**config.mk**
```make
export PLATFORM = sky130hd
export DESIGN_NAME = host_bridge_top
export DESIGN_NICKNAME = d
export VERILOG_FILES = /design/src/common/bridge_pkg.sv /design/src/verilog/host_bridge_top.sv /design/src/verilog/stream_status.sv /design/src/cmd_engine/cmd_engine.sv /design/src/verilog/msg_fifo.sv
export SDC_FILE = /design/constraint.sdc
export NUM_CORES = 2
export LEC_CHECK = 0
export BUFFER_PORTS_ARGS = -buffer_cell sky130_fd_sc_hd__buf_2
export CAP_MARGIN = 20
export CORE_MARGIN = 2
export CORE_UTILIZATION = 50
export CTS_CLUSTER_SIZE = 8
export DETAILED_ROUTE_END_ITERATION = 16
export GPL_TIMING_DRIVEN = 1
export PLACE_DENSITY = 0.67
export SYNTH_ARGS = -nofsm -noshare
export SYNTH_HDL_FRONTEND = slang
export SYNTH_SLANG_ARGS = --single-unit
```
**constraint.sdc**
```tcl
create_clock -name clk -period 10.2 [get_ports clk]
set_input_delay 0 -clock clk [delete_from_list [all_inputs] [get_ports clk]]
set_output_delay 0 -clock clk [all_outputs]
set_load 0.02 [all_outputs]
```
**src/common/bridge_pkg.sv**
```systemverilog
`default_nettype none

package bridge_pkg;

  // ****************************************
  // Message and memory widths
  // ****************************************
  localparam int MSG_WIDTH    = 32;
  localparam int OP_WIDTH     = 4;
  localparam int ADDR_WIDTH   = 27;
  localparam int MEM_DATA_MAX = 64;

  // One host message word
  typedef logic [MSG_WIDTH-1:0] msg_t;

  // Opcode in the top bits of a command word
  // op_end only counts when the whole word is ones
  typedef enum logic [OP_WIDTH-1:0] {
    op_write = 4'h1,
    op_read  = 4'h2,
    op_end   = 4'hf
  } msg_op_e;

  // Command engine states
  typedef enum logic [2:0] {
    st_fetch,
    st_collect,
    st_issue,
    st_read_wait,
    st_ended
  } engine_state_e;

  // ****************************************
  // Memory request, write data rides along
  // ****************************************
  typedef struct packed {
    logic                    is_read;
    logic [ADDR_WIDTH-1:0]   addr;
    logic [MEM_DATA_MAX-1:0] wdata;
  } mem_req_t;

endpackage

`default_nettype wire
```
**src/verilog/host_bridge_top.sv**
```systemverilog
`timescale 1ns/100ps
`default_nettype none

module host_bridge_top #(
  parameter int MEM_DATA_WIDTH   = 64,
  parameter int FIFO_DEPTH       = 16,
  parameter int HEARTBEAT_CYCLES = 1 << 24
) (
  input  logic                      clk,
  input  logic                      rst_n,
  input  logic                      wr_en,
  input  bridge_pkg::msg_t          wr_data,
  output logic                      wr_full,
  input  logic                      host_wr_open,
  input  logic                      reply_rden,
  output bridge_pkg::msg_t          reply_data,
  output logic                      reply_empty,
  output logic                      reply_eof,
  input  logic                      loop_rden,
  output bridge_pkg::msg_t          loop_data,
  output logic                      loop_empty,
  output logic                      loop_eof,
  output logic                      mem_valid,
  output bridge_pkg::mem_req_t      mem_req,
  input  logic                      mem_ready,
  input  logic                      mem_rd_valid,
  input  logic [MEM_DATA_WIDTH-1:0] mem_rd_data,
  output logic                      led_heartbeat,
  output logic                      led_error,
  output logic                      led_done
);

  import bridge_pkg::*;

  msg_t                              in_data;
  logic                              in_empty;
  logic                              loop_full;
  logic                              msg_take;
  logic                              msg_ack;
  logic                              reply_wr_en;
  msg_t                              reply_wr_data;
  logic [$clog2(FIFO_DEPTH+1)-1:0]   reply_room;
  logic                              end_seen;
  logic                              idle;
  logic                              cmd_error;

  // Pop inbound and push loopback together
  // Loopback back-pressure stalls the engine too
  assign msg_ack = msg_take && !in_empty && !loop_full;

  // ****************************************
  // Host queues
  // ****************************************
  msg_fifo #(.FIFO_DEPTH(FIFO_DEPTH), .DATA_WIDTH(MSG_WIDTH)) u_inbound_fifo (
    .clk(clk), .rst_n(rst_n),
    .wr_en(wr_en), .wr_data(wr_data), .full(wr_full),
    .rd_en(msg_ack), .rd_data(in_data), .empty(in_empty), .room()
  );

  msg_fifo #(.FIFO_DEPTH(FIFO_DEPTH), .DATA_WIDTH(MSG_WIDTH)) u_loop_fifo (
    .clk(clk), .rst_n(rst_n),
    .wr_en(msg_ack), .wr_data(in_data), .full(loop_full),
    .rd_en(loop_rden), .rd_data(loop_data), .empty(loop_empty), .room()
  );

  msg_fifo #(.FIFO_DEPTH(FIFO_DEPTH), .DATA_WIDTH(MSG_WIDTH)) u_reply_fifo (
    .clk(clk), .rst_n(rst_n),
    .wr_en(reply_wr_en), .wr_data(reply_wr_data), .full(),
    .rd_en(reply_rden), .rd_data(reply_data), .empty(reply_empty), .room(reply_room)
  );

  // ****************************************
  // Command engine and status
  // ****************************************
  cmd_engine #(.MEM_DATA_WIDTH(MEM_DATA_WIDTH), .FIFO_DEPTH(FIFO_DEPTH)) u_cmd_engine (
    .clk(clk), .rst_n(rst_n),
    .msg_word(in_data), .msg_present(!in_empty), .msg_take(msg_take), .msg_ack(msg_ack),
    .mem_valid(mem_valid), .mem_req(mem_req), .mem_ready(mem_ready),
    .mem_rd_valid(mem_rd_valid), .mem_rd_data(mem_rd_data),
    .reply_wr_en(reply_wr_en), .reply_wr_data(reply_wr_data), .reply_room(reply_room),
    .end_seen(end_seen), .idle(idle), .cmd_error(cmd_error)
  );

  stream_status #(.HEARTBEAT_CYCLES(HEARTBEAT_CYCLES)) u_stream_status (
    .clk(clk), .rst_n(rst_n),
    .end_seen(end_seen), .idle(idle), .cmd_error(cmd_error),
    .reply_empty(reply_empty), .loop_empty(loop_empty), .host_wr_open(host_wr_open),
    .reply_eof(reply_eof), .loop_eof(loop_eof),
    .led_heartbeat(led_heartbeat), .led_error(led_error), .led_done(led_done)
  );

endmodule

`default_nettype wire

```
**src/verilog/stream_status.sv**
```systemverilog
`timescale 1ns/100ps
`default_nettype none

module stream_status #(
  parameter int HEARTBEAT_CYCLES = 1 << 24
) (
  input  logic clk,
  input  logic rst_n,
  input  logic end_seen,
  input  logic idle,
  input  logic cmd_error,
  input  logic reply_empty,
  input  logic loop_empty,
  input  logic host_wr_open,
  output logic reply_eof,
  output logic loop_eof,
  output logic led_heartbeat,
  output logic led_error,
  output logic led_done
);

  localparam int HB_WIDTH = $clog2(HEARTBEAT_CYCLES+1);

  logic [HB_WIDTH-1:0] hb_cnt;

  // Reply stream ends once the engine is drained
  assign reply_eof = end_seen && idle && reply_empty;
  assign loop_eof  = !host_wr_open && loop_empty;
  assign led_done  = reply_eof;

  // ****************************************
  // Heartbeat and sticky error
  // ****************************************
  always_ff @(posedge clk or negedge rst_n) begin
    if (!rst_n) begin
      hb_cnt        <= '0;
      led_heartbeat <= 1'b0;
      led_error     <= 1'b0;
    end else begin
      if (hb_cnt == HB_WIDTH'(HEARTBEAT_CYCLES-1)) begin
        hb_cnt        <= '0;
        led_heartbeat <= !led_heartbeat;
      end else begin
        hb_cnt <= hb_cnt + 1'b1;
      end
      if (cmd_error) begin
        led_error <= 1'b1;
      end
    end
  end

endmodule

`default_nettype wire

```
**src/cmd_engine/cmd_engine.sv**
```systemverilog
`timescale 1ns/100ps
`default_nettype none

module cmd_engine #(
  parameter int MEM_DATA_WIDTH = 64,
  parameter int FIFO_DEPTH     = 16
) (
  input  logic                             clk,
  input  logic                             rst_n,
  input  bridge_pkg::msg_t                 msg_word,
  input  logic                             msg_present,
  output logic                             msg_take,
  input  logic                             msg_ack,
  output logic                             mem_valid,
  output bridge_pkg::mem_req_t             mem_req,
  input  logic                             mem_ready,
  input  logic                             mem_rd_valid,
  input  logic [MEM_DATA_WIDTH-1:0]        mem_rd_data,
  output logic                             reply_wr_en,
  output bridge_pkg::msg_t                 reply_wr_data,
  input  logic [$clog2(FIFO_DEPTH+1)-1:0]  reply_room,
  output logic                             end_seen,
  output logic                             idle,
  output logic                             cmd_error
);

  import bridge_pkg::*;

  // Message words per memory word
  localparam int BEATS      = MEM_DATA_WIDTH / MSG_WIDTH;
  localparam int BEAT_WIDTH = $clog2(BEATS+1);
  localparam int ROOM_WIDTH = $clog2(FIFO_DEPTH+1);

  engine_state_e             state;
  mem_req_t                  req;
  logic [BEAT_WIDTH-1:0]     beat_cnt;
  logic [BEAT_WIDTH-1:0]     shift_cnt;
  logic [MEM_DATA_WIDTH-1:0] rd_buf;
  logic                      end_q;
  logic                      error_q;
  logic                      consume;
  logic                      is_end;
  logic                      room_ok;
  msg_op_e                   word_op;

  assign consume = msg_ack && msg_present;
  assign is_end  = (msg_word == '1);
  assign word_op = msg_op_e'(msg_word[MSG_WIDTH-1 -: OP_WIDTH]);

  // Reads wait until the reply queue can take every beat
  assign room_ok = (reply_room >= ROOM_WIDTH'(BEATS));

  assign msg_take  = (state == st_fetch) || (state == st_collect);
  assign mem_valid = (state == st_issue) && (!req.is_read || room_ok);
  assign mem_req   = req;

  // Low word of the read buffer goes out first
  assign reply_wr_en   = (shift_cnt != '0);
  assign reply_wr_data = rd_buf[MSG_WIDTH-1:0];

  assign idle      = (state == st_fetch) || (state == st_ended);
  assign end_seen  = end_q;
  assign cmd_error = error_q;

  // ****************************************
  // Control FSM
  // ****************************************
  always_ff @(posedge clk or negedge rst_n) begin
    if (!rst_n) begin
      state     <= st_fetch;
      beat_cnt  <= '0;
      shift_cnt <= '0;
      end_q     <= 1'b0;
      error_q   <= 1'b0;
    end else begin
      error_q <= 1'b0;
      case (state)
        st_fetch: begin
          if (consume) begin
            if (is_end) begin
              end_q <= 1'b1;
              state <= st_ended;
            end else if (word_op == op_write) begin
              beat_cnt <= '0;
              state    <= st_collect;
            end else if (word_op == op_read) begin
              state <= st_issue;
            end else begin
              // Unknown opcode, word is dropped
              error_q <= 1'b1;
            end
          end
        end
        st_collect: begin
          if (consume) begin
            beat_cnt <= beat_cnt + 1'b1;
            if (beat_cnt == BEAT_WIDTH'(BEATS-1)) begin
              state <= st_issue;
            end
          end
        end
        st_issue: begin
          if (mem_valid && mem_ready) begin
            state <= req.is_read ? st_read_wait : st_fetch;
          end
        end
        st_read_wait: begin
          if (mem_rd_valid) begin
            shift_cnt <= BEAT_WIDTH'(BEATS);
          end else if (shift_cnt != '0) begin
            shift_cnt <= shift_cnt - 1'b1;
            if (shift_cnt == BEAT_WIDTH'(1)) begin
              state <= st_fetch;
            end
          end
        end
        default: begin
          // Stream finished, later words stay queued
          state <= st_ended;
        end
      endcase
    end
  end

  // ****************************************
  // Request and read data payload
  // ****************************************
  always_ff @(posedge clk) begin
    if (state == st_fetch && consume) begin
      req.is_read <= (word_op == op_read);
      req.addr    <= msg_word[ADDR_WIDTH-1:0];
      req.wdata   <= '0;
    end else if (state == st_collect && consume) begin
      req.wdata[beat_cnt*MSG_WIDTH +: MSG_WIDTH] <= msg_word;
    end
    if (state == st_read_wait && mem_rd_valid) begin
      rd_buf <= mem_rd_data;
    end else if (shift_cnt != '0) begin
      rd_buf <= rd_buf >> MSG_WIDTH;
    end
  end

endmodule

`default_nettype wire

```
**src/verilog/msg_fifo.sv**
```systemverilog
`timescale 1ns/100ps
`default_nettype none

module msg_fifo #(
  parameter int FIFO_DEPTH = 16,
  parameter int DATA_WIDTH = bridge_pkg::MSG_WIDTH
) (
  input  logic                               clk,
  input  logic                               rst_n,
  input  logic                               wr_en,
  input  logic [DATA_WIDTH-1:0]              wr_data,
  output logic                               full,
  input  logic                               rd_en,
  output logic [DATA_WIDTH-1:0]              rd_data,
  output logic                               empty,
  output logic [$clog2(FIFO_DEPTH+1)-1:0]    room
);

  localparam int PTR_WIDTH = (FIFO_DEPTH > 1) ? $clog2(FIFO_DEPTH) : 1;
  localparam int CNT_WIDTH = $clog2(FIFO_DEPTH+1);

  logic [DATA_WIDTH-1:0] store [FIFO_DEPTH];
  logic [PTR_WIDTH-1:0]  wr_ptr;
  logic [PTR_WIDTH-1:0]  rd_ptr;
  logic [CNT_WIDTH-1:0]  count;
  logic                  do_write;
  logic                  do_read;

  // Writes while full and reads while empty are dropped
  assign do_write = wr_en && !full;
  assign do_read  = rd_en && !empty;

  assign full  = (count == CNT_WIDTH'(FIFO_DEPTH));
  assign empty = (count == '0);
  assign room  = CNT_WIDTH'(FIFO_DEPTH) - count;

  // Head word falls through to the read side
  assign rd_data = store[rd_ptr];

  always_ff @(posedge clk) begin
    if (do_write) begin
      store[wr_ptr] <= wr_data;
    end
  end

  // ****************************************
  // Pointers and occupancy
  // ****************************************
  always_ff @(posedge clk or negedge rst_n) begin
    if (!rst_n) begin
      wr_ptr <= '0;
      rd_ptr <= '0;
      count  <= '0;
    end else begin
      if (do_write) begin
        wr_ptr <= (wr_ptr == PTR_WIDTH'(FIFO_DEPTH-1)) ? '0 : wr_ptr + 1'b1;
      end
      if (do_read) begin
        rd_ptr <= (rd_ptr == PTR_WIDTH'(FIFO_DEPTH-1)) ? '0 : rd_ptr + 1'b1;
      end
      if (do_write && !do_read) begin
        count <= count + 1'b1;
      end else if (do_read && !do_write) begin
        count <= count - 1'b1;
      end
    end
  end

endmodule

`default_nettype wire

```
== Yosys cells after proc, flatten, opt, wreduce, memory -nomap -nowiden ==
Memories as Yosys holds them, arrays and structs flattened.
Cells that the tools add are included.
Storage, ports and cells
  register bits: 231
  bits in latches: 0
  memory bits (writable): 1536
  memory bits (read-only): 0
  output and inout bits: 165
  logic and storage cells: 174
  memories: 3
Operators by class
  add/subtract/negate cells: 17
  multipliers: 0
  div/mod/pow operators: 0
  magnitude comparators: 1
  eq/ne operators: 29
  shifts and indexed selects: 2
  muxes and demuxes: 46
  bitwise operators: 0
  reduce and logical (&&, ||, !) cells: 55
Memories
  u_inbound_fifo.store: depth 16, width 32, read ports 1, clocked after memory_dff 0, write ports 1, RTL line msg_fifo.sv:22  | logic [DATA_WIDTH-1:0] store [FIFO_DEPTH];
  u_loop_fifo.store: depth 16, width 32, read ports 1, clocked after memory_dff 0, write ports 1, RTL line msg_fifo.sv:22
  u_reply_fifo.store: depth 16, width 32, read ports 1, clocked after memory_dff 0, write ports 1, RTL line msg_fifo.sv:22
Operators by type and width (number)
  $mux 64: 2
  $bwmux 64: 1
  $shift 32x34->64 const A: 1
  $shiftx 32x34->64: 1
  $neg 7->34: 1
  $eq 32x32->1 const B: 1
  $mux 3: 10
  $mux 5: 6
  $add 25x1->25 const B: 1
  $eq 25x24->1 const B: 1
  $mux 25: 1
  $add 4x1->4 const B: 6
  $eq 4x4->1 const B: 6
  $mux 4: 6
  $logic_and 1x1->1: 22
  $add 5x1->5 const B: 3
  $eq 5x5->1 const B: 3
  $logic_not 1->1: 15
  $logic_not 5->1: 3
  $sub 5x1->5 const B: 3
  $mux 2: 7
  $reduce_bool 2->1: 7
  $ne 2x2->1 const B: 6
  $pmux 3 s4: 1
  other kinds (20): 36

== Logic depth before layout (Yosys ltp) ==
  depth in word-level cells: 9
  mapped depth: 15
  mapped depth without buffers: 14

== Modules after synthesis ==
A second synthesis with hierarchy kept.
Second synthesis, totals
  cell total of the unflattened synthesis: 3664
  area total of the unflattened synthesis: 69688.1 um^2
Modules (own cells, without submodules)
  msg_fifo (u_inbound_fifo): instances 1, cells each 991, area an instance 20598.5 um^2, sequential area each 15700.1 um^2
  msg_fifo (u_reply_fifo): instances 1, cells each 991, area an instance 20567.2 um^2, sequential area each 15700.1 um^2
  msg_fifo (u_loop_fifo): instances 1, cells each 994, area an instance 20548.5 um^2, sequential area each 15700.1 um^2
  cmd_engine: instances 1, cells each 563, area an instance 6672.6 um^2, sequential area each 4269.1 um^2
  stream_status: instances 1, cells each 123, area an instance 1285.0 um^2, sequential area each 675.6 um^2
  host_bridge_top: instances 1, cells each 2, area an instance 16.3 um^2, sequential area each 0.0 um^2

== Least setup slack after synthesis ==
No wires, ideal clock.
  kind: reg2reg
  start point: reg u_reply_fifo.count[0]
  end point: mem u_reply_fifo.store[3][0] in the netlist's numbering, enable pin
  library setup time: 0.461 ns
  arrival time: 3.848 ns
  data required time: 9.739 ns
  setup slack: 5.892 ns
  cell stages (with the launch flop): 8
  period minus slack after synthesis: 4.308 ns
  cell sequence: dfrtp_1 inv_1 ha_1 nor3b_1 ha_1 nor2_1 nand2_1 nor3_1
On the way
  word-level cells in the longest chain between the ends: 5
Ends and longest elaborated chain
  from (decl): RTL line msg_fifo.sv:25  | logic [CNT_WIDTH-1:0] count;
  from (signal assigned): RTL line msg_fifo.sv:62  | count <= count + 1'b1;
  from (signal assigned): RTL line msg_fifo.sv:64  | count <= count - 1'b1;
  $eq 5x5->1: RTL line msg_fifo.sv:33  | assign full = (count == CNT_WIDTH'(FIFO_DEPTH));
  $logic_not 1->1: RTL line msg_fifo.sv:30  | assign do_write = wr_en && !full;
  $logic_and 1x1->1: RTL line msg_fifo.sv:30
  via u_reply_fifo.do_write: RTL line msg_fifo.sv:26  | logic do_write;
  $mux 1: RTL line msg_fifo.sv:41  | if (do_write) begin
  $mux 1 (not written as such): RTL line msg_fifo.sv:42  | store[wr_ptr] <= wr_data;
  to (decl): RTL line msg_fifo.sv:22
The timed path passes the listed nets, and every way through them passes these cells.

== Worst setup path after layout ==
  start point: reg u_reply_fifo.rd_ptr[0]
  end point: out reply_data[12]
On the way
  word-level cells in the longest chain between the ends: 1
Ends and longest elaborated chain
  from (decl): RTL line msg_fifo.sv:24  | logic [PTR_WIDTH-1:0] rd_ptr;
  from (signal assigned): RTL line msg_fifo.sv:59  | rd_ptr <= (rd_ptr == PTR_WIDTH'(FIFO_DEPTH-1)) ? '0 : rd_ptr + 1'b1;
  $mem_v2 16x32
  to (decl): RTL line host_bridge_top.sv:16  | output bridge_pkg::msg_t reply_data,
Every way passes these cells.

==> results.txt <==
Mapped cell area -> 67900 um2
Mux share of post-synthesis cell area -> 0.154
Largest family of logic cells by synthesized area -> multiplexers
Initial core utilization -> 0.502
CP Launch Type -> register
CTS root buf -> clkbuf_16
Crit share post-route -> 0.485
R2R Setup Slk -> 5.70 ns
CP Capture Type -> output port
Area growth syn-to-layout -> 18.1%
Final setup fails -> 0
Synth Area per Inst -> 21.1 um2
Slew HR -> 0.266
Power Density -> 321 nW/um2
Final worst path period need -> 4.94 ns
Setup CP Type -> reg2out
Share of synthesized flip-flops with an asynchronous set or reset -> 0.0424
FMAX -> 0.202 GHz
Cells after synthesis -> 3213
Ports -> 269
Outcome -> completed
Die Wd -> 372 um
Final Skew -> 0.0520 ns
Largest net degree at the start of global routing -> 93
Max-cap violations -> 0
Postcts setup bufs -> 0
Simple-Gate Fraction of Synth Area -> 0.0263
Clock transition at path regs -> 0.06 ns
TNS Setup -> 0 ns
Critical Path RT -> 10.20 ns
Post-synth EDFFs -> 1628
R2r endpoint -> u_cmd_engine.cmd_error
Worst setup path start -> u_reply_fifo.rd_ptr[0]
Core area -> 135000 um2
Wirelength per Cell -> 27.9 um
Placed Area -> 71800 um2
Least-Margin Pin Slew -> 1.10 ns
GRT Residual Overflow -> 0
CP endpoint -> reply_data[12]
Detail Route Antenna Nets -> 0
Share of post-route cells with drive strength above 1 -> 0.295
Port Buffer Count -> 268
DRC errors left -> 0
Vias/cell -> 5.97
Reg-to-Reg Start -> u_inbound_fifo.rd_ptr[1]
Warnings, synthesis -> 0
Worst EP arrival -> 4.94 ns
H-Tree Depth -> 4
Worst hold path type -> in2async
Worst-path maximum fanout -> 50
RSZ-0062 raised after global routing -> false
DRT Pass-1 Iters -> 6
Syn Nets -> 3357
Fin. Hold Viols -> 0
Vias -> 34200
Slew Viols, Final -> 0
First-pass GRT wire length -> 232 mm
CTS Sinks -> 1767
FF+latch count, synth -> 1767
Synth cell types -> 62
Worst r2r path cells -> 9
CTS Buf Count -> 239
RD Place Congestion -> 0.764
Sequential-to-total area share from yosys stat -> 0.767
Die ar. -> 139000 um2
Nets -> 3949
Xor-xnor portion of the synthesized cell area -> 0.00581
CTS Buffer Depth -> 3
Post-DP HPWL -> 83.3 mm
Peak VDD IR -> 200 uV
Initial antenna violation count -> 14
Top FF cell, synth -> edfxtp_1
Chip Height -> 372 um
Starting DRT DRC Count -> 3534
Hold Slack -> 0.0253 ns
Synth Area in Adders -> 0.00770
Vias in the first global route -> 34900
Routed wire length -> 160 mm
GRT Total Usage -> 0.231
Synth Area in Compound Gates -> 0.0255
CTS tree -> yes
Final instance area -> 80200 um2
Static leakage -> 27.0 nW
Row cnt -> 135
Clock latency on the worst-skew pair -> 0.86 ns
==> stage by stage <==
stage                util  total power [W]  cells  setup WS (ns)
global route        0.593           0.0268   5730           4.84
detailed placement  0.531           0.0187   5189           5.75
finish              0.593           0.0258   5730           5.26
global placement    0.531           0.0185   5188           5.81
CTS                 0.593           0.0259   5726           5.01
floorplan               -           0.0158   3213           5.89
==> final cells by class <==
| class | instances | area, um2 |
|---|---|---|
| Timing Repair Buffer | 524 | 3710 |
| Antenna cell | 1 | 2.50 |
| Sequential cell | 1767 | 52100 |
| Clock buffer | 368 | 6520 |
| Clock inverter | 16 | 307 |
| Tap cell | 1781 | 2230 |
| Inverter | 42 | 158 |
| Fill cell | 9560 | 55000 |
| Multi-Input combinational cell | 1231 | 15200 |
==> worst max-delay path, cell delays in order (launching register included) <==
cell and delay [ns]:
dfrtp_4 1.07, buf_4 0.77, buf_4 0.85, mux4_2 0.60
mux4_2 0.52, buf_2 0.18
==> worst min path at each step <==
stage                    startpoint                  endpoint  slack (ns)  depth (start not counted)
floorplan                     rst_n  u_cmd_engine.beat_cnt[0]       -0.30                          0
global placement              rst_n     u_loop_fifo.rd_ptr[1]        -0.1                          1
detailed placement            rst_n     u_loop_fifo.rd_ptr[3]        -0.1                          1
CTS                 mem_rd_data[28]   u_cmd_engine.rd_buf[28]       0.003                          3
global route         mem_rd_data[7]    u_cmd_engine.rd_buf[7]        0.04                          3
finish                        rst_n     u_reply_fifo.count[3]        0.03                          3
==> synth_stat cells (3+ instances only) <==
cell type / number / area share
a21o_1: 10 / 0.0011
a21oi_1: 12 / 0.00088
a221o_1: 16 / 0.0024
a221oi_1: 16 / 0.0021
a22oi_1: 81 / 0.0090
a311oi_1: 4 / 0.00052
and2_1: 48 / 0.0044
and3_1: 14 / 0.0013
buf_1: 36 / 0.0020
buf_2: 15 / 0.0011
buf_4: 4 / 0.00044
buf_6: 10 / 0.0017
clkbuf_1: 104 / 0.0058
dfrtp_1: 75 / 0.028
dfxtp_1: 64 / 0.019
edfxtp_1: 1628 / 0.72
fa_1: 3 / 0.00088
ha_1: 37 / 0.0068
inv_1: 41 / 0.0023
mux2_1: 3 / 0.00050
mux2_2: 66 / 0.011
mux2i_1: 66 / 0.0097
mux4_1: 3 / 0.0012
mux4_2: 397 / 0.13
nand2_1: 69 / 0.0038
nand2b_1: 9 / 0.00083
nand3_1: 16 / 0.0012
nand4_1: 15 / 0.0014
nor2_1: 135 / 0.0075
nor2b_1: 24 / 0.0022
nor3_1: 17 / 0.0013
nor4_1: 8 / 0.00074
o21ai_0: 66 / 0.0049
o21ai_1: 5 / 0.00037
o221ai_1: 15 / 0.0019
o31ai_1: 3 / 0.00033
xnor2_1: 27 / 0.0035
xor2_1: 18 / 0.0023
==> report_power, final <==
part           internal [W]  switching (W)  leakage [nW]
logic               0.00298        0.00466          7.29
clock network       0.00432        0.00288          3.25
registers            0.0102       0.000778          16.5
total                0.0175        0.00832          27.0
==> routing by layer <==
metal / global-route usage / vias up / routed length [um]
li1: - / 14400 / -
met1: 0.329 / 18100 / 65900
met2: 0.361 / 1443 / 76700
met3: 0.0510 / 257 / 13300
met4: 0.0711 / 18 / 3810
met5: 0 / - / 105
==> state kept, by name (all words and copies together), names as in the netlist, 25 cells and up <==
name	count
u_loop_fifo.store	512
u_cmd_engine.mem_req	92
u_inbound_fifo.store	512
u_stream_status.hb_cnt	25
u_cmd_engine.rd_buf	64
u_reply_fifo.store	512
==> placed cells by master, fill, tap and decap left out, drive strengths merged, types with 3 or more instances in the layout <==
cell,count
edfxtp,1628
mux4,400
buf,371
clkbuf,368
dlygate4sd3,153
nor2,135
a22oi,81
dfrtp,75
o21ai,71
nand2,69
mux2,69
mux2i,66
dfxtp,64
and2,48
inv,44
ha,37
xnor2,27
nor2b,24
xor2,18
nor3,17
a221oi,16
a221o,16
o221ai,16
nand3,16
nand4,15
and3,14
clkinv,14
a21oi,13
a21o,10
nand2b,9
nor4,8
a311oi,4
o31ai,3
fa,3
==> timing repair <==
item                       CTS  global route
hold endpoints to repair   670             0
setup endpoints to repair    0             0
hold buffers               153             0
resized for setup            0             0
==> cell families after synthesis <==
group	Yosys count
fa+ha+maj	40
compound gates	243
xor+xnor	45
flops	1767
buf+inv	215
simple gates	368
mux	535
No activity file was read; power rests on OpenSTA's default activity.
